==> config.mk <==
export PLATFORM = sky130hd
export DESIGN_NAME = mem_access
export DESIGN_NICKNAME = d
export VERILOG_FILES = /design/src/hdl/mem_op_pkg.sv /design/src/hdl/except_pkg.sv /design/src/hdl/mem_access.sv
export SDC_FILE = /design/constraint.sdc
export NUM_CORES = 1
export LEC_CHECK = 0
export ABC_AREA = 1
export CAP_MARGIN = 10
export CORE_ASPECT_RATIO = 0.6
export CORE_MARGIN = 2
export CORE_UTILIZATION = 27
export DETAILED_ROUTE_END_ITERATION = 16
export DONT_BUFFER_PORTS = 1
export PLACE_DENSITY = 0.39
export SLEW_MARGIN = 5
export SYNTH_ARGS = -nofsm -noshare
export SYNTH_HDL_FRONTEND = slang
export SYNTH_SLANG_ARGS = --single-unit
==> constraint.sdc <==
create_clock -name vclk -period 1.5
set_clock_uncertainty 0.2 [all_clocks]
set_input_delay 0.075 -clock vclk [all_inputs]
set_output_delay 0.075 -clock vclk [all_outputs]
set_load 0.1 [all_outputs]
==> src/hdl/mem_op_pkg.sv <==
package mem_op_pkg;

    localparam int DATA_W          = 32;
    localparam int ADDR_W          = 32;
    localparam int REG_ADDR_W      = 5;
    localparam int SRAM_DEPTH_LOG2 = 8;

    // read length codes seen by the SRAM side of the access unit.
    localparam logic [1:0] RLEN_BYTE = 2'd0;
    localparam logic [1:0] RLEN_HALF = 2'd1;
    localparam logic [1:0] RLEN_WORD = 2'd2;

    typedef enum logic [5:0] {
        OP_NONE = 6'd0,
        OP_LW,
        OP_LL,
        OP_LH,
        OP_LHU,
        OP_LB,
        OP_LBU,
        OP_LWL,
        OP_LWR,
        OP_SW,
        OP_SWL,
        OP_SWR,
        OP_SC,
        OP_SH,
        OP_SB
    } mem_op_t;

    // true for every opcode that returns a value to the register file.
    function automatic logic is_load_op(mem_op_t op);
        case (op)
            OP_LW, OP_LL, OP_LH, OP_LHU, OP_LB, OP_LBU, OP_LWL, OP_LWR: return 1'b1;
            default: return 1'b0;
        endcase
    endfunction

endpackage

==> src/hdl/except_pkg.sv <==
package except_pkg;

    localparam int EXC_W = 8;

    // one bit per cause; any set bit marks the instruction as faulting.
    typedef logic [EXC_W-1:0] except_bus;

    // address error on load or instruction fetch.
    localparam int EXC_ADEL = 0;
    // address error on store.
    localparam int EXC_ADES = 1;
    localparam int EXC_TLB  = 2;
    // interrupt taken on this instruction.
    localparam int EXC_INT  = 3;

endpackage

==> src/hdl/mem_access.sv <==
`timescale 1ns/100ps

module mem_access (
    input  logic                          mem_en,
    input  mem_op_pkg::mem_op_t           mem_op,
    input  logic [mem_op_pkg::ADDR_W-1:0] mem_addr,
    input  logic [mem_op_pkg::DATA_W-1:0] mem_wdata,
    input  logic                          M_master_mem_sel,
    input  logic                          M_slave_mem_sel,
    input  except_pkg::except_bus         M_master_except,
    input  except_pkg::except_bus         M_slave_except,
    input  logic [mem_op_pkg::DATA_W-1:0] data_sram_rdata,
    output logic [mem_op_pkg::DATA_W-1:0] mem_rdata,
    output logic                          data_sram_en,
    output logic [1:0]                    data_sram_rlen,
    output logic [3:0]                    data_sram_wen,
    output logic [mem_op_pkg::ADDR_W-1:0] data_sram_addr,
    output logic [mem_op_pkg::DATA_W-1:0] data_sram_wdata
);
    import mem_op_pkg::*;

    logic [1:0]        off;
    logic [4:0]        lo_shift;
    logic [4:0]        hi_shift;
    logic [7:0]        rd_byte;
    logic [15:0]       rd_half;
    logic              half_ok;
    logic              master_ok;
    logic              slave_ok;
    logic [DATA_W-1:0] keep_lwl;
    logic [DATA_W-1:0] keep_lwr;

    // a master fault also blocks the slave, since the slave is younger.
    assign master_ok    = M_master_mem_sel && !(|M_master_except);
    assign slave_ok     = M_slave_mem_sel && !(|M_master_except) && !(|M_slave_except);
    assign data_sram_en = mem_en && (master_ok || slave_ok);

    assign data_sram_addr = mem_addr;

    assign off      = mem_addr[1:0];
    assign lo_shift = {off, 3'b000};
    assign hi_shift = {~off, 3'b000};

    assign rd_byte = data_sram_rdata[lo_shift +: 8];
    assign rd_half = off[1] ? data_sram_rdata[31:16] : data_sram_rdata[15:0];
    // halfword loads at odd offsets return zero.
    assign half_ok = !off[0];

    // register bytes that LWL and LWR leave untouched.
    assign keep_lwl = 32'h00ff_ffff >> lo_shift;
    assign keep_lwr = ~(32'hffff_ffff >> lo_shift);

    always_comb begin
        data_sram_wen   = 4'b0000;
        data_sram_wdata = '0;
        data_sram_rlen  = RLEN_BYTE;
        mem_rdata       = '0;
        case (mem_op)
            OP_LW, OP_LL: begin
                data_sram_rlen = RLEN_WORD;
                mem_rdata      = data_sram_rdata;
            end
            OP_LH: begin
                data_sram_rlen = RLEN_HALF;
                if (half_ok) begin
                    mem_rdata = {{16{rd_half[15]}}, rd_half};
                end
            end
            OP_LHU: begin
                data_sram_rlen = RLEN_HALF;
                if (half_ok) begin
                    mem_rdata = {16'h0000, rd_half};
                end
            end
            OP_LB: begin
                data_sram_rlen = RLEN_BYTE;
                mem_rdata      = {{24{rd_byte[7]}}, rd_byte};
            end
            OP_LBU: begin
                data_sram_rlen = RLEN_BYTE;
                mem_rdata      = {24'h00_0000, rd_byte};
            end
            OP_LWL: begin
                mem_rdata = (data_sram_rdata << hi_shift) | (mem_wdata & keep_lwl);
            end
            OP_LWR: begin
                mem_rdata = (data_sram_rdata >> lo_shift) | (mem_wdata & keep_lwr);
            end
            OP_SW, OP_SC: begin
                // misaligned word stores are dropped.
                data_sram_wen   = (off == 2'b00) ? 4'b1111 : 4'b0000;
                data_sram_wdata = mem_wdata;
            end
            OP_SWL: begin
                data_sram_wen   = 4'b1111 >> (~off);
                data_sram_wdata = mem_wdata >> hi_shift;
            end
            OP_SWR: begin
                data_sram_wen   = 4'b1111 << off;
                data_sram_wdata = mem_wdata << lo_shift;
            end
            OP_SH: begin
                case (off)
                    2'b00:   data_sram_wen = 4'b0011;
                    2'b10:   data_sram_wen = 4'b1100;
                    default: data_sram_wen = 4'b0000;
                endcase
                data_sram_wdata = {2{mem_wdata[15:0]}};
            end
            OP_SB: begin
                data_sram_wen   = 4'b0001 << off;
                data_sram_wdata = {4{mem_wdata[7:0]}};
            end
            default: begin
                data_sram_wen = 4'b0000;
            end
        endcase
    end

    load_no_write: assert final (!is_load_op(mem_op) || data_sram_wen == 4'b0000)
        else $error("load opcode %s drives SRAM write enables", mem_op.name());

endmodule

=== Yosys cells after proc, flatten, opt, wreduce, memory -nomap -nowiden ===
Index checks and enable logic that the tools add are counted.

* Bitwise gates (word level): 6
* Mux-type cells: 9
* Divide/modulo/power cells: 0
* Equal/unequal tests: 15
* Shifts and indexed selects: 10
* Order comparisons: 0
* Reduce and logical (&&, ||, !) cells: 13
* Add/subtract/negate cells: 0
* $mul: 0

{| class="wikitable"
|+ Operators by type and width
! kind !! number
|-
| $pmux 32 s7 || 1
|-
| $pmux 32 s5 || 1
|-
| $and 32x32->32 || 2
|-
| $or 32x32->32 || 2
|-
| $shl 32x5->32 || 2
|-
| $shr 32x5->32 || 2
|-
| $eq 6x4->1 const B || 7
|-
| $mux 16 || 2
|-
| $mux 32 || 1
|-
| $not 32->32 || 1
|-
| $shiftx 32x6->8 || 1
|-
| $shr 24x5->32 const A || 1
|-
| $shr 32x5->32 const A || 1
|-
| $eq 6x3->1 const B || 4
|-
| $pmux 4 s5 || 1
|-
| $reduce_or 8->1 || 2
|-
| $eq 6x2->1 const B || 2
|-
| $pmux 4 s2 || 1
|-
| $eq 6x1->1 const B || 1
|-
| $reduce_or 2->1 || 3
|-
| $logic_and 1x1->1 || 4
|-
| $mux 4 || 1
|-
| $pmux 2 s2 || 1
|-
| $shl 1x2->4 const A || 1
|-
| other kinds (7) || 8
|}

* Register bits after elaboration: 0
* Input bits: 121
* Memories kept: 0
* Output and inout bits: 103
* Memory bits (read-only): 0
* RAM bits: 0
* Bits in latches: 0

=== Longest topological paths before layout ===
* Depth in word-level cells: 6
* Depth in mapped cells: 12

=== Worst setup path after synthesis ===
No wires, ideal clock.

* Path type: input-to-output
* From: input port mem_op[5]
* To: output port mem_rdata[31] (netlist name)
* Arrival: 1.990 ns
* Required time: 1.225 ns
* Buffers on the path: 2
* Cell stages on the path: 7
* Setup slack: -0.765 ns
* Cells stage by stage: nor2_1 buf_4 nand2_1 nor2_2 buf_2 nand2_1 nand4_1

* Cells in the longest elaborated chain, start to end: 3
* Elaborated cells on any way between the ends: 10
* Classes of those cells: eq/ne: 8; mux: 1; reduce/logical: 1

{| class="wikitable"
|+ RTL lines
! item !! RTL line !! source
|-
| start, declared || mem_access.sv:5 || <nowiki>input mem_op_pkg::mem_op_t mem_op,</nowiki>
|-
| $eq 6x1->1 or $eq 6x2->1 (tied branches) || mem_access.sv:58 || <nowiki>case (mem_op)</nowiki>
|-
| $reduce_or 2->1 || mem_access.sv:58 ||
|-
| $pmux 32 s7 (*) || mem_access.sv:58 ||
|-
| end, declared || mem_access.sv:13 || <nowiki>output logic [mem_op_pkg::DATA_W-1:0] mem_rdata,</nowiki>
|}

Mark *: on every way between the ends. The rest lies on a longest branch, timed or not.

=== Worst setup path after layout ===
* From: input port mem_addr[1] (netlist name)
* To: output port mem_rdata[24] (netlist name)

* Cells in the longest elaborated chain, start to end: 5
* Elaborated cells on any way between the ends: 14
* Classes of those cells: shift: 5; mux: 3; bitwise: 6

{| class="wikitable"
|+ RTL lines
! item !! RTL line !! source
|-
| start, declared || mem_access.sv:6 || <nowiki>input logic [mem_op_pkg::ADDR_W-1:0] mem_addr,</nowiki>
|-
| $shr 32x5->32 || mem_access.sv:51 || <nowiki>assign keep_lwr = ~(32'hffff_ffff >> lo_shift);</nowiki>
|-
| $not 32->32 || mem_access.sv:51 ||
|-
| $and 32x32->32 || mem_access.sv:87 || <nowiki>mem_rdata = (data_sram_rdata >> lo_shift) | (mem_wdata & keep_lwr);</nowiki>
|-
| $or 32x32->32 || mem_access.sv:87 ||
|-
| $pmux 32 s7 (*) || mem_access.sv:58 ||
|}

Marks and branches as above.

==> run summary <==
The tools report the DRC violation count after routing as 0. In this run the cell area of the synthesized design comes to 4530 sq um. The library cell occupying the most area in the post-synthesis netlist was sky130_fd_sc_hd__nand2_1. The logs give 0 for the number of clock buffer instances in the layout and 36 for the row count.

The finished layout holds 1,289 standard cells, fillers aside. Summing over every cut layer, the via total after detailed routing is 6,551. After synthesis, the largest area contributor takes up 34.6% of total cell area. The worst-case IR drop observed on VDD is 0.250 mV. The initial cell density of the core is 27.7%. The floorplan step defined a die boundary enclosing 17,900 sq um. The post-placement cell area was 6000 sq um. The first detailed-routing pass ran for 5 iterations. The smallest clock period supported by the final layout is computed as 1.58 ns. The worst stage delay on the critical path is 0.25 ns, and the worst path required time is 1.22 ns. Dividing total power by cell area gives a power density of 284 nW/um^2. Sum of buffers and inverters on the critical path: 1. In the final layout, the share of cells above drive strength 1 is 27.7%. For the number of warnings issued by yosys, the log shows 0. Tracing the worst setup path back leads to its startpoint at mem_addr[1]. Entering global routing, the biggest net connects 92 pins. The final count of negative-setup-slack endpoints was 55; the arrival time reported for the critical path endpoint was 1.30 ns.

There are 0 flip-flops and latches. The placed wire-length estimate is 16.2 mm. The worst setup path is launched from an input pin. Wire length per cell: 17.0 microns. Counting buffers and inverters, the worst setup path is 7 cells deep. In this design, the largest share of critical-path delay is due to simple AND/OR/NAND/NOR gates. Derived from the worst setup path, the maximum achievable clock frequency is 635 MHz. Setup repair after global routing could not meet its margin everywhere.

In this run the static leakage power is 3.67 nW. The path class of the tightest hold or removal check is in2out. The count of endpoints failing hold in the final timing report was 0; the global-route wire length before repair was 33.1 mm. The area added between synthesis and finish was 54.7%; the placeable core area was 16,400 sq um. The portion of the clock cycle consumed by the worst path in the final layout is 105%. The die is 104 microns tall. The logs give 0 for the number of nets with antenna violations after routing and 1,184 for the layout net count.

The checks that failed: negative setup slack. The headroom to the max-slew limit is 33.8%. By count the netlist is led by sky130_fd_sc_hd__nand2_1, sky130_fd_sc_hd__nand3_1, sky130_fd_sc_hd__nor2_1, sky130_fd_sc_hd__inv_1, sky130_fd_sc_hd__buf_4.

The max-slew violation total from the final report was 0. By instance count, the cell type seen most on the critical path is sky130_fd_sc_hd__nor2_1. The category of the critical setup timing path is in2out. Detail-routed via count per cell: 5.08. The cell with the biggest individual delay on the critical path is sky130_fd_sc_hd__nand2_4. Synthesis produced a netlist with a net count of 1,137. The total grt overflow was 0; the post-route cell area was 7010 sq um. The via count of the first global-routing pass was 5,967; the initial antenna violation count was 0. The final worst slack is -0.0759 ns, and the x dimension of the die is 171 microns. The post-synthesis sequential area ratio came out at 0%. Synthesis produced 1,016 cells. After detailed routing, the total wire length is 22.0 mm. Routability-driven placement finished with a final weighted congestion of 0.859. Yosys attributes the largest share of cell area to sky130_fd_sc_hd__nand2_1, sky130_fd_sc_hd__nand3_1, sky130_fd_sc_hd__nor2_1. End point of the critical path: mem_rdata[24]. Across the whole layout, storage elements account for 0 sq um.

Walking the worst path, the cells encountered are nor2_4, buf_4, nor2_1, a21oi_1, nor2_1, nor2_1, nand2_4. The tools report the number of I/O pins as 224. The flow ran to the end, but the final reports show violations. The count of buffers added on input and output ports is 0. The total instance count after detailed placement is 1,248. Of all nets on the critical path, the largest fanout is 91.

The total routing usage reported by global routing is 22.9%, and the antenna diode count is 0. Across the run, the number of max-cap violations was 0. Counting distinct cell types in the post-synthesis netlist gives 24. The violation count after the first detailed-route iteration is 507. STA classifies the critical path endpoint as an output pin. For the post-layout total power, the log shows 1.99 mW. The pin slew with the least headroom to its limit came out at 0.990 ns.

The most common cell in the synthesized netlist is sky130_fd_sc_hd__nand2_1. In this run the mean area of a mapped cell was 4.46 sq um.
## where the power goes
part | switching (mW) | leakage (nW) | internal, mW
clock network | 0 | 0 | 0
logic | 1.42 | 3.67 | 0.566
registers | 0 | 0 | 0
total | 1.42 | 3.67 | 0.566
## metrics by stage
stage | hold WS [ns] | TNS, ns | util [%] | worst slack, ns
2_1_floorplan | 0.162 | -5.94 | - | -0.418
3_3_place_gp | -0.0493 | -3.54 | 36.7 | -0.113
3_5_place_dp | -0.0493 | -3.34 | 36.7 | -0.110
4_1_cts | -0.0493 | -1.21 | 40.0 | -0.0337
5_1_grt | 0.204 | -5.50 | 42.9 | -0.115
6_report | 0.192 | -1.74 | 42.9 | -0.0759
## timing repair
| item | CTS | global route |
|---|---|---|
| hold buffers | 25 | 7 |
| endpoints found under the setup margin | 66 | 93 |
| resized for setup | 54 | 96 |
| endpoints found under the hold margin | 32 | 7 |
| pin swaps | 22 | 40 |
| setup buffers | 1 | 2 |
| gates cloned | 1 | 5 |
## layout by cell type (no fill, tap or decap), types with 3 or more instances in the layout
| cell | instances |
|---|---|
| sky130_fd_sc_hd__nand2_1 | 333 |
| sky130_fd_sc_hd__nand3_1 | 142 |
| sky130_fd_sc_hd__inv_1 | 83 |
| sky130_fd_sc_hd__nor2_1 | 79 |
| sky130_fd_sc_hd__buf_12 | 46 |
| sky130_fd_sc_hd__nand2_2 | 45 |
| sky130_fd_sc_hd__buf_4 | 39 |
| sky130_fd_sc_hd__nor2_2 | 36 |
| sky130_fd_sc_hd__nand2_4 | 30 |
| sky130_fd_sc_hd__o21ai_0 | 25 |
| sky130_fd_sc_hd__dlymetal6s4s_1 | 25 |
| sky130_fd_sc_hd__a21oi_1 | 24 |
| sky130_fd_sc_hd__nand2_8 | 18 |
| sky130_fd_sc_hd__inv_2 | 15 |
| sky130_fd_sc_hd__nand4_1 | 15 |
| sky130_fd_sc_hd__or2_2 | 11 |
| sky130_fd_sc_hd__nor2_4 | 10 |
| sky130_fd_sc_hd__nor3_1 | 9 |
| sky130_fd_sc_hd__nand3_2 | 8 |
| sky130_fd_sc_hd__o22ai_1 | 8 |
| sky130_fd_sc_hd__buf_6 | 8 |
| sky130_fd_sc_hd__nand3_4 | 7 |
| sky130_fd_sc_hd__o21ai_1 | 7 |
| sky130_fd_sc_hd__and2_1 | 7 |
| sky130_fd_sc_hd__dlygate4sd3_1 | 7 |
| sky130_fd_sc_hd__a21oi_2 | 6 |
| sky130_fd_sc_hd__nor3_2 | 4 |
| sky130_fd_sc_hd__clkbuf_16 | 4 |
| sky130_fd_sc_hd__or2_0 | 3 |
## per-layer routing
layer | global-route usage [%] | share of wire [%] | wire [microns]
met5 | 0 | 0 | 0
met4 | 2.30 | 0.71 | 157
met3 | 2.74 | 8.5 | 1860
met2 | 36.5 | 44 | 9700
met1 | 33.6 | 47 | 10300
## worst min path at each step
stage                        startpoint                  end  slack, ns  cells past startpoint
after floorplan             mem_addr[0]    data_sram_addr[0]       0.16                      1
after global placement     mem_addr[16]   data_sram_addr[16]      -0.05                      0
after detailed placement   mem_addr[16]   data_sram_addr[16]      -0.05                      0
after CTS                  mem_addr[30]   data_sram_addr[30]      -0.05                      0
after global routing      mem_wdata[27]  data_sram_wdata[27]       0.20                      2
final                     mem_wdata[27]  data_sram_wdata[27]       0.19                      2
## cell type report
| cell class | instances | area [sq um] |
|---|---|---|
| repair buffers | 131 | 1830 |
| multi-input cells | 830 | 4520 |
| inverters | 100 | 383 |
| well taps | 228 | 285 |
| fillers | 1816 | 9340 |
## cells by family (layout without fill, tap and decap cells)
group | count (synthesis) | after routing | synth area share, %
compound gates | 72 | 72 | 8.17
buf+inv | 186 | 231 | 20.3
simple gates | 758 | 758 | 71.5
Power figures use the tool's default switching activity.
