File: src/hdl/mem_op_pkg.sv
package mem_op_pkg;

    localparam int DATA_W          = 32;
    localparam int ADDR_W          = 32;
    localparam int REG_ADDR_W      = 5;
    localparam int SRAM_DEPTH_LOG2 = 8;

    // read length codes seen by the SRAM side of the access unit.
    localparam logic [1:0] RLEN_BYTE = 2'd0;
    localparam logic [1:0] RLEN_HALF = 2'd1;
    localparam logic [1:0] RLEN_WORD = 2'd2;

    typedef enum logic [5:0] {
        OP_NONE = 6'd0,
        OP_LW,
        OP_LL,
        OP_LH,
        OP_LHU,
        OP_LB,
        OP_LBU,
        OP_LWL,
        OP_LWR,
        OP_SW,
        OP_SWL,
        OP_SWR,
        OP_SC,
        OP_SH,
        OP_SB
    } mem_op_t;

    // true for every opcode that returns a value to the register file.
    function automatic logic is_load_op(mem_op_t op);
        case (op)
            OP_LW, OP_LL, OP_LH, OP_LHU, OP_LB, OP_LBU, OP_LWL, OP_LWR: return 1'b1;
            default: return 1'b0;
        endcase
    endfunction

endpackage

File: src/hdl/except_pkg.sv
package except_pkg;

    localparam int EXC_W = 8;

    // one bit per cause; any set bit marks the instruction as faulting.
    typedef logic [EXC_W-1:0] except_bus;

    // address error on load or instruction fetch.
    localparam int EXC_ADEL = 0;
    // address error on store.
    localparam int EXC_ADES = 1;
    localparam int EXC_TLB  = 2;
    // interrupt taken on this instruction.
    localparam int EXC_INT  = 3;

endpackage

File: src/hdl/mem_issue_stage.sv
`timescale 1ns/100ps

module mem_issue_stage (
    input  logic                              clk,
    input  logic                              arst_n,
    input  logic                              flush,
    input  logic                              req_valid,
    input  mem_op_pkg::mem_op_t               req_op,
    input  logic [mem_op_pkg::ADDR_W-1:0]     req_addr,
    input  logic [mem_op_pkg::DATA_W-1:0]     req_wdata,
    input  logic [mem_op_pkg::REG_ADDR_W-1:0] req_rd,
    input  logic                              master_mem_sel,
    input  logic                              slave_mem_sel,
    input  except_pkg::except_bus             master_except,
    input  except_pkg::except_bus             slave_except,
    output logic                              iss_valid,
    output mem_op_pkg::mem_op_t               iss_op,
    output logic [mem_op_pkg::ADDR_W-1:0]     iss_addr,
    output logic [mem_op_pkg::DATA_W-1:0]     iss_wdata,
    output logic [mem_op_pkg::REG_ADDR_W-1:0] iss_rd,
    output logic                              iss_master_sel,
    output logic                              iss_slave_sel,
    output except_pkg::except_bus             iss_master_except,
    output except_pkg::except_bus             iss_slave_except
);
    import mem_op_pkg::*;

    logic take;

    // a flush in the same cycle kills the request before it is captured.
    assign take = req_valid && !flush;

    always_ff @(posedge clk or negedge arst_n) begin
        if (!arst_n) begin
            iss_valid         <= 1'b0;
            iss_op            <= OP_NONE;
            iss_master_sel    <= 1'b0;
            iss_slave_sel     <= 1'b0;
            iss_master_except <= '0;
            iss_slave_except  <= '0;
        end else begin
            iss_valid         <= take;
            iss_op            <= take ? req_op : OP_NONE;
            iss_master_sel    <= take && master_mem_sel;
            iss_slave_sel     <= take && slave_mem_sel;
            iss_master_except <= take ? master_except : '0;
            iss_slave_except  <= take ? slave_except : '0;
        end
    end

    always_ff @(posedge clk) begin
        if (take) begin
            iss_addr  <= req_addr;
            iss_wdata <= req_wdata;
            iss_rd    <= req_rd;
        end
    end

    // only one issue lane may own the memory port at a time.
    sel_exclusive: assert property (@(posedge clk) disable iff (!arst_n)
        iss_valid |-> !(iss_master_sel && iss_slave_sel))
        else $error("both lane selects high on a valid memory request");

endmodule

File: config.mk
export PLATFORM = sky130hd
export DESIGN_NAME = mem_issue_stage
export DESIGN_NICKNAME = d
export VERILOG_FILES = /design/src/hdl/mem_op_pkg.sv /design/src/hdl/except_pkg.sv /design/src/hdl/mem_issue_stage.sv
export SDC_FILE = /design/constraint.sdc
export NUM_CORES = 1
export LEC_CHECK = 0
export ABC_AREA = 1
export BUFFER_PORTS_ARGS = -buffer_cell sky130_fd_sc_hd__buf_2
export CORE_UTILIZATION = 37
export DETAILED_ROUTE_END_ITERATION = 10
export PLACE_DENSITY = 0.79
export RECOVER_POWER = 25
export SLEW_MARGIN = 0
export SYNTH_ARGS = -nofsm -noshare
export SYNTH_HDL_FRONTEND = slang
export SYNTH_SLANG_ARGS = --single-unit
File: constraint.sdc
create_clock -name clk -period 0.8 [get_ports clk]
set_input_delay 0.16 -clock clk [delete_from_list [all_inputs] [get_ports clk]]
set_output_delay 0.16 -clock clk [all_outputs]
set_load 0.1 [all_outputs]
# Word-level counts from Yosys, hierarchy flattened
# Cells that the tools add are included.
# op_classes
n_mux,3
reduce_logical,4
# ops
op,count
8-bit two-way mux,2
6-bit two-way mux,1
1-bit logical AND,3
1-bit logical NOT,1
# totals
reg_bits,94
word_cells,16
inputBits,97

# Longest topological paths before layout
# Gate-level depths: netlist of run 1.
# logic_depth
depth_word,3
ltp_mapped,4

# Least setup slack after synthesis of run 1
# OpenSTA, ideal clock, no wires.
# synth_timing
path_type,input port to flip-flop
from,input flush
to,register iss_addr[0] (netlist bit) (enable)
path_slack_ps,-1418
path_buffers,1
required_ps,376
setup_time_ps,424
t_arrival_ps,1795
cell_stages,4
cell_sequence,inv_1 nand2_4 buf_6 inv_1
# synth_between
elab_chain_len,2
# synth_lines
item,line_no,source
start: declaration,mem_issue_stage.sv:6,"input logic flush,"
1-bit logical NOT,mem_issue_stage.sv:31,assign take = req_valid && !flush;
1-bit logical AND,mem_issue_stage.sv:31,
via take,mem_issue_stage.sv:28,logic take;
end signal: assignment,mem_issue_stage.sv:53,iss_addr <= req_addr;
end: declaration,mem_issue_stage.sv:18,"output logic [mem_op_pkg::ADDR_W-1:0] iss_addr,"
# The timed path passes the listed nets, and every way through them passes these cells.
# A chain may end at the register's enable or synchronous reset.

# Worst setup path after layout of run 1
# layout_timing
from,register iss_master_sel
to,output iss_master_sel
# layout_lines
item,line_no,source
start: declaration,mem_issue_stage.sv:21,"output logic iss_master_sel,"
start signal: assignment,mem_issue_stage.sv:44,iss_master_sel <= take && master_mem_sel;
# No word-level cell between the ends.

==> results.yml, run 1 <==
setup_path:
  path_cells: "buf_12"
  startpoint_type: "flop"
  max_stage_delay_ns: 0.50
  critical_path_class: "flop to primary output"
  crit_arrival_ns: 1.02
  crit_required_ns: 0.64
  critPathSlowestCell: "dfrtp_4"
  path_max_fanout: 1
  crit_family: "flip-flops"
  path_buf_inv: 1
  end_kind: "primary output"
timing:
  setup_slack_ns: -0.380
  drv_slew: 0
  rsz0062_at_grt: "true"
  period_minus_slack_ns: 1.18
  slew_headroom_pct: 66.9
  tightest_slew_ns: 0.497
  clock.fmax_ghz: 0.848
  layout_worst_path_cycle_share_pct: 147
  hold_violations: 0
  finalSetupViolations: 123
hold_path:
  hp-class: "input port to flop"
  hold_end: "iss_master_except[5]"
  hp-start: "master_except[5]"
  holdPathStages: 3
detailed_routing:
  post_drt_wl_per_cell_um: 18.4
  drt_wl_total_mm: 9.82
  vias: 2348
  dr.pass1.iters: 4
  drc: 0
  drt_iter0_drc: 104
  vias_per_cell: 4.40
  postRouteAntennaNets: 0
global_routing:
  use_met1_pct: 25.2
  grt_antenna_before_repair: 1
  met2_usage_pct: 47.7
  track_usage_pct: 25.2
  grt_pass1_vias: 2661
  grt-busiest-layer: "met2"
  grt_pass1_wl_mm: 15.0
  overflow: 0
  grt_max_degree: 43
  grt_use_met3_pct: 8.08
clock_tree:
  cts_setup_buffers: 0
  cts-buffers-inserted: 9
  cts_max_level: 3
  path_clk_slew_ns: 0.09
  clock_path_buffers: 2
  cts_tree: "done"
  root_buffer: "clkbuf_8"
  cts_sinks: 94
power:
  cellPowerDensity_nw_per_um2: 2000
  internal_power_uw: 8560
  peakVddDrop_uv: 1280
  seqPwrFrac_pct: 45.1
  swShare_pct: 34.1
  pwr-share-clk_pct: 24.2
  p_leak_uw: 0.00280
  combinationalPowerShare_pct: 30.7
  power_switching_uw: 4430
synth:
  yosysWarnings: 0
  synthCells: 147
  yosys.cell_types.count: 7
  ys_seq_area_share_pct: 92.3
  synth-main-ff-cell: "edfxtp_1"
  synth_edf_count: 69
  synth_top_area_cell: "edfxtp_1"
  synth_top_area_share_pct: 70.9
  yosys-top-cells-count: "edfxtp_1, inv_1, dfrtp_1, nor2_1, buf_6"
  yosysMostFrequentCell: "edfxtp_1"
  avgSynthCellArea_um2: 19.9
  async_reset_ff_share_pct: 26.6
  synth.area.top_cells: "edfxtp_1, dfrtp_1, inv_1"
  synthesis.nets: 244
  syn_area_um2: 2920
  ys_seq_elements: 94
place:
  place.gp.congestion: 0.743
  io_buffer_count: 190
  pre_cts_slack_ns: -0.307
  place_hpwl_mm: 6.07
  dp.cells: 441
job:
  cap_violations: 0
floorplanning:
  io_pins: 191
  die-width_um: 90.9
  rows: 32
  core_region_area_um2: 7690
  die_y_um: 90.9
  start_util_pct: 38.0
  die_area_um2: 8260
outcome:
  violations: "setup timing"
  outcome: "finished, violations left"
layout:
  drive_above_1_share_pct: 54.8
  area_growth_pct: 122
  final_net_count: 523
  fin_cells: 534
worst max path at each step:
stage / startpoint / to / slack (ns) / depth (start not counted)
final: iss_master_sel / iss_master_sel / -0.38 / 1
after floorplan: flush / iss_addr[0] / -0.96 / 4
after CTS: iss_op[0] / iss_op[0] / -0.40 / 1
after detailed placement: flush / iss_wdata[26] / -0.31 / 5
after global placement: flush / iss_wdata[0] / -0.28 / 5
after global routing: iss_addr[13] / iss_addr[13] / -0.42 / 1
layer usage:
layer	vias up	wire length (um)
met4	0	264
li1	1047	-
met5	-	0
met1	1116	3260
met3	24	866
met2	161	5420
cells in the final DEF (no fill, tap or decap), drive strengths merged:
master,count
inv,27
nand2,1
diode,1
dlygate4sd3,76
nor2,24
edfxtp,69
bufinv,1
clkinv,2
clkbuf,15
clkinvlp,2
dfrtp,25
buf,189
stage by stage:
step | setup TNS [ns] | total power [uW] | hold slack [ns] | utilization (%) | area [um2]
5_1_grt | -38.39 | 13400 | 0.00554 | 84.4 | 6490
6_report | -33.57 | 13000 | 0.0225 | 84.4 | 6490
3_3_place_gp | -19.86 | 9570 | 0.105 | 72.5 | 5580
4_1_cts | -33.26 | 13000 | 0.000813 | 84.6 | 6500
2_1_floorplan | -85.66 | 7990 | -0.136 | - | 3040
3_5_place_dp | -21.94 | 9660 | 0.115 | 72.5 | 5580
cell families after synthesis:
family        share of synthesized area [%]
flops                                  92.3
buf+inv                                4.11
simple gates                           3.55
sequential cells by signal, indices dropped and copies added (netlist names):
register	flops
iss_wdata	32
iss_slave_except	8
iss_slave_sel	1
iss_master_except	8
iss_valid	1
iss_addr	32
iss_rd	5
iss_op	6
iss_master_sel	1
repair_timing:
| item | 4_1_cts | 5_1_grt |
|---|---|---|
| pin swaps | 0 | 0 |
| gates resized for setup | 0 | 0 |
| setup endpoints to repair | 94 | 94 |
| hold buffers | 73 | 3 |
| hold endpoints to repair | 97 | 3 |
power by group through the flow:
stage	clock (uW)	sequential, uW	combinational [uW]
after global placement	0	5930	3640
after detailed placement	0	5950	3710
after global routing	3400	5880	4090
after floorplan	0	7860	127
after CTS	3210	5840	3990
final	3140	5850	3990
final cells by class:
class                   count  area [um2]
multi-input cells          25        98.8
flip-flops and latches     94        2790
repair buffers            270        3160
clock buffers              10         128
clock inverters             6        68.8
well taps                 102         128
fillers                   369        1200
diodes                      1        2.50
inverters                  26         114
(Power assumes the default switching activity.)
==> run 2, diff against run 1 <==
--- a/config.mk
+++ b/config.mk
@@ -6,10 +6,10 @@
 export NUM_CORES = 1
 export LEC_CHECK = 0
 export ABC_AREA = 1
-export BUFFER_PORTS_ARGS = -buffer_cell sky130_fd_sc_hd__buf_2
-export CORE_UTILIZATION = 37
+export CORE_UTILIZATION = 55
 export DETAILED_ROUTE_END_ITERATION = 10
-export PLACE_DENSITY = 0.79
+export DONT_BUFFER_PORTS = 1
+export PLACE_DENSITY = 0.77
 export RECOVER_POWER = 25
 export SLEW_MARGIN = 0
 export SYNTH_ARGS = -nofsm -noshare
==> run 2 against run 1 <==
  * The flow now stops in detailed placement (3_5_place_dp)
  * Synthesized area unchanged
  * Synthesized cell count unchanged
==> results.yml, run 2 <==
synth:
  synth_top_area_cell: "edfxtp_1"
  syn_area_um2: 2920
  async_reset_ff_share_pct: 26.6
  ys_seq_elements: 94
  ys_seq_area_share_pct: 92.3
  yosys-top-cells-count: "edfxtp_1, inv_1, dfrtp_1, nor2_1, buf_6"
  synth.area.top_cells: "edfxtp_1, dfrtp_1, inv_1"
  synthMuxAreaShare_pct: 0
  yosys.area_share.simple_pct: 3.55
  synth_edf_count: 69
  yosysWarnings: 0
  synth_xor_xnor_area_share_pct: 0
  synthesis.nets: 244
  synth_compound_area_share_pct: 0
  yosys.cell_types.count: 7
  synth_top_area_share_pct: 70.9
  synth-main-ff-cell: "edfxtp_1"
  avgSynthCellArea_um2: 19.9
  synth-adder-area-share_pct: 0
  yosysMostFrequentCell: "edfxtp_1"
  synthCells: 147
  synth_top_family_by_area: "buffers and inverters"
floorplanning:
  die-width_um: 74.9
  start_util_pct: 57.2
  io_pins: 191
  die_y_um: 74.9
  rows: 26
place:
  place.gp.congestion: 0.794
  io_buffer_count: 0
  place_hpwl_mm: 6.60
outcome:
  stop_stage: "detailed placement (3_5_place_dp)"
  outcome: "did not finish"
  firstError: "[ERROR DPL-0033] detailed placement checks failed during check placement."
-- run 2: logic make-up after synthesis --
group / after synthesis
AND/OR/NAND/NOR: 25
buffers and inverters: 28
flip-flops: 94
-- run 2: through the flow --
| step | TNS [ns] | hold WS (ns) |
|---|---|---|
| floorplan | -85.66 | -0.136 |
| global placement | -4.60 | -0.135 |
==> run 3, diff against run 2 <==
--- a/config.mk
+++ b/config.mk
@@ -6,10 +6,10 @@
 export NUM_CORES = 1
 export LEC_CHECK = 0
 export ABC_AREA = 1
-export CORE_UTILIZATION = 55
+export CORE_UTILIZATION = 40
 export DETAILED_ROUTE_END_ITERATION = 10
 export DONT_BUFFER_PORTS = 1
-export PLACE_DENSITY = 0.77
+export PLACE_DENSITY_LB_ADDON = 0.15
 export RECOVER_POWER = 25
 export SLEW_MARGIN = 0
 export SYNTH_ARGS = -nofsm -noshare
==> constraint.sdc (replaced) <==
create_clock -name clk -period 1 [get_ports clk]
set_input_delay 0.2 -clock clk [delete_from_list [all_inputs] [get_ports clk]]
set_output_delay 0.2 -clock clk [all_outputs]
set_load 0.1 [all_outputs]
==> run 3 against run 2 <==
  * The flow now finishes, with violations (setup timing)
==> results.yml, run 3 (synthesis results as in run 1) <==
floorplanning:
  start_util_pct: 42.3
  die_area_um2: 7650
  core_region_area_um2: 6910
  die_y_um: 87.5
  die-width_um: 87.5
  io_pins: 191
  rows: 30
timing:
  slew_headroom_pct: 53.0
  setup_slack_ns: -0.214
  timing.hold.ws_ns: 0.239
  hold_violations: 0
  finalSetupTns_ns: -15.07
  rsz0062_at_grt: "true"
  layout_worst_path_cycle_share_pct: 121
  drv_slew: 0
  period_minus_slack_ns: 1.21
  tightest_slew_ns: 0.705
  clock.fmax_ghz: 0.824
  finalSetupViolations: 94
power:
  combinationalPowerShare_pct: 29.5
  cellPowerDensity_nw_per_um2: 1690
  power_switching_uw: 3410
  pwr-share-clk_pct: 25.5
  p_leak_uw: 0.00251
  peakVddDrop_uv: 1280
  swShare_pct: 32.9
  internal_power_uw: 6950
  seqPwrFrac_pct: 45.0
layout:
  regArea_um2: 2730
  n_fill_cell: 281
  multi_input_area_um2: 104
  stdcell_area_um2: 6130
  reg_top3: "iss_addr x32, iss_wdata x32"
  antenna_cells: 0
  drive_above_1_share_pct: 39.7
  fin_cells: 449
  final_net_count: 445
  area_growth_pct: 110
  layout_commonest_cell: "buf_12"
  layout_common_cells: "buf_12, dlygate4sd3_1, edfxtp_1"
hold_path:
  hp-class: "input port to flop"
  holdPathStages: 3
  hold_end: "iss_master_except[4]"
  hp-start: "req_valid"
place:
  place_hpwl_mm: 5.35
  io_buffer_count: 0
  place.gp.congestion: 0.719
  place_area_um2: 5000
  pre_cts_slack_ns: 0.0391
  dp.cells: 338
setup_path:
  path_cells: "buf_12"
  critical_path_class: "flop to primary output"
  crit_required_ns: 0.80
  path_max_fanout: 1
  path_depth: 1
  critPathSlowestCell: "edfxtp_1"
  crit_arrival_ns: 1.01
  startpoint_type: "flop"
  path_buf_inv: 1
  end_kind: "primary output"
  crit_family: "flip-flops"
  max_stage_delay_ns: 0.46
global_routing:
  met2_usage_pct: 47.7
  grt_max_degree: 43
  use_met1_pct: 24.1
  track_usage_pct: 24.6
  grt_antenna_before_repair: 0
  overflow: 0
  grt-busiest-layer: "met2"
  grt_pass1_vias: 2299
  grt_pass1_wl_mm: 12.8
  grt_use_met3_pct: 7.77
outcome:
  outcome: "finished, violations left"
  violations: "setup timing"
clock_tree:
  path_clk_slew_ns: 0.09
  cts-buffers-inserted: 9
  cts_tree: "done"
  cts_max_level: 3
  cts-resized-gates: 0
  root_buffer: "clkbuf_8"
  cts_setup_buffers: 0
  cts_sinks: 94
  clock_path_buffers: 2
detailed_routing:
  post_drt_wl_per_cell_um: 20.6
  vias_per_cell: 4.50
  postRouteAntennaNets: 0
  drt_wl_total_mm: 9.27
  drt_iter0_drc: 88
  drc: 0
  vias: 2022
  dr.pass1.iters: 5
job:
  cap_violations: 0
-- run 3: final cells by class --
cell class                      count  area share (%)
Timing Repair Buffer              192            46.7
Tap cell                           96            1.96
Sequential cell                    94            44.5
Inverter                           26            1.69
Clock buffer                       14            2.84
Multi-Input combinational cell     25            1.69
Clock inverter                      2           0.612
-- run 3: power groups by stage --
stage	clock network (uW)	logic (uW)	registers, uW
final	2640	3060	4670
after global routing	2820	3120	4690
after CTS	2630	3030	4660
after detailed placement	0	2730	4740
after global placement	0	2710	4730
after floorplan	0	102	6260
-- run 3: routing by layer --
layer,up-vias,wire (um)
li1,887,-
met1,987,2930
met2,129,5410
met3,19,728
met5,-,0
met4,0,206
-- run 3: repair_timing --
action | in CTS | in global routing
hold endpoints to repair | 118 | 25
endpoints found under the setup margin | 94 | 94
hold buffers | 93 | 2
gates cloned | 0 | 0
-- run 3: worst max-delay path by stage --
stage / slack (ns) / start / endpoint
final: -0.21 / iss_wdata[29] / iss_wdata[29]
after global routing: -0.24 / iss_wdata[17] / iss_wdata[17]
after CTS: -0.22 / iss_wdata[17] / iss_wdata[17]
after detailed placement: 0.04 / flush / iss_addr[14]
after global placement: 0.07 / flush / iss_addr[11]
after floorplan: -0.80 / flush / iss_addr[0]
-- run 3: per-stage QoR --
stage / util, % / power (uW)
detailed placement: 72.5 / 7470
floorplan: - / 6360
global placement: 72.5 / 7440
finish: 88.7 / 10400
global route: 88.7 / 10600
CTS: 89.0 / 10300
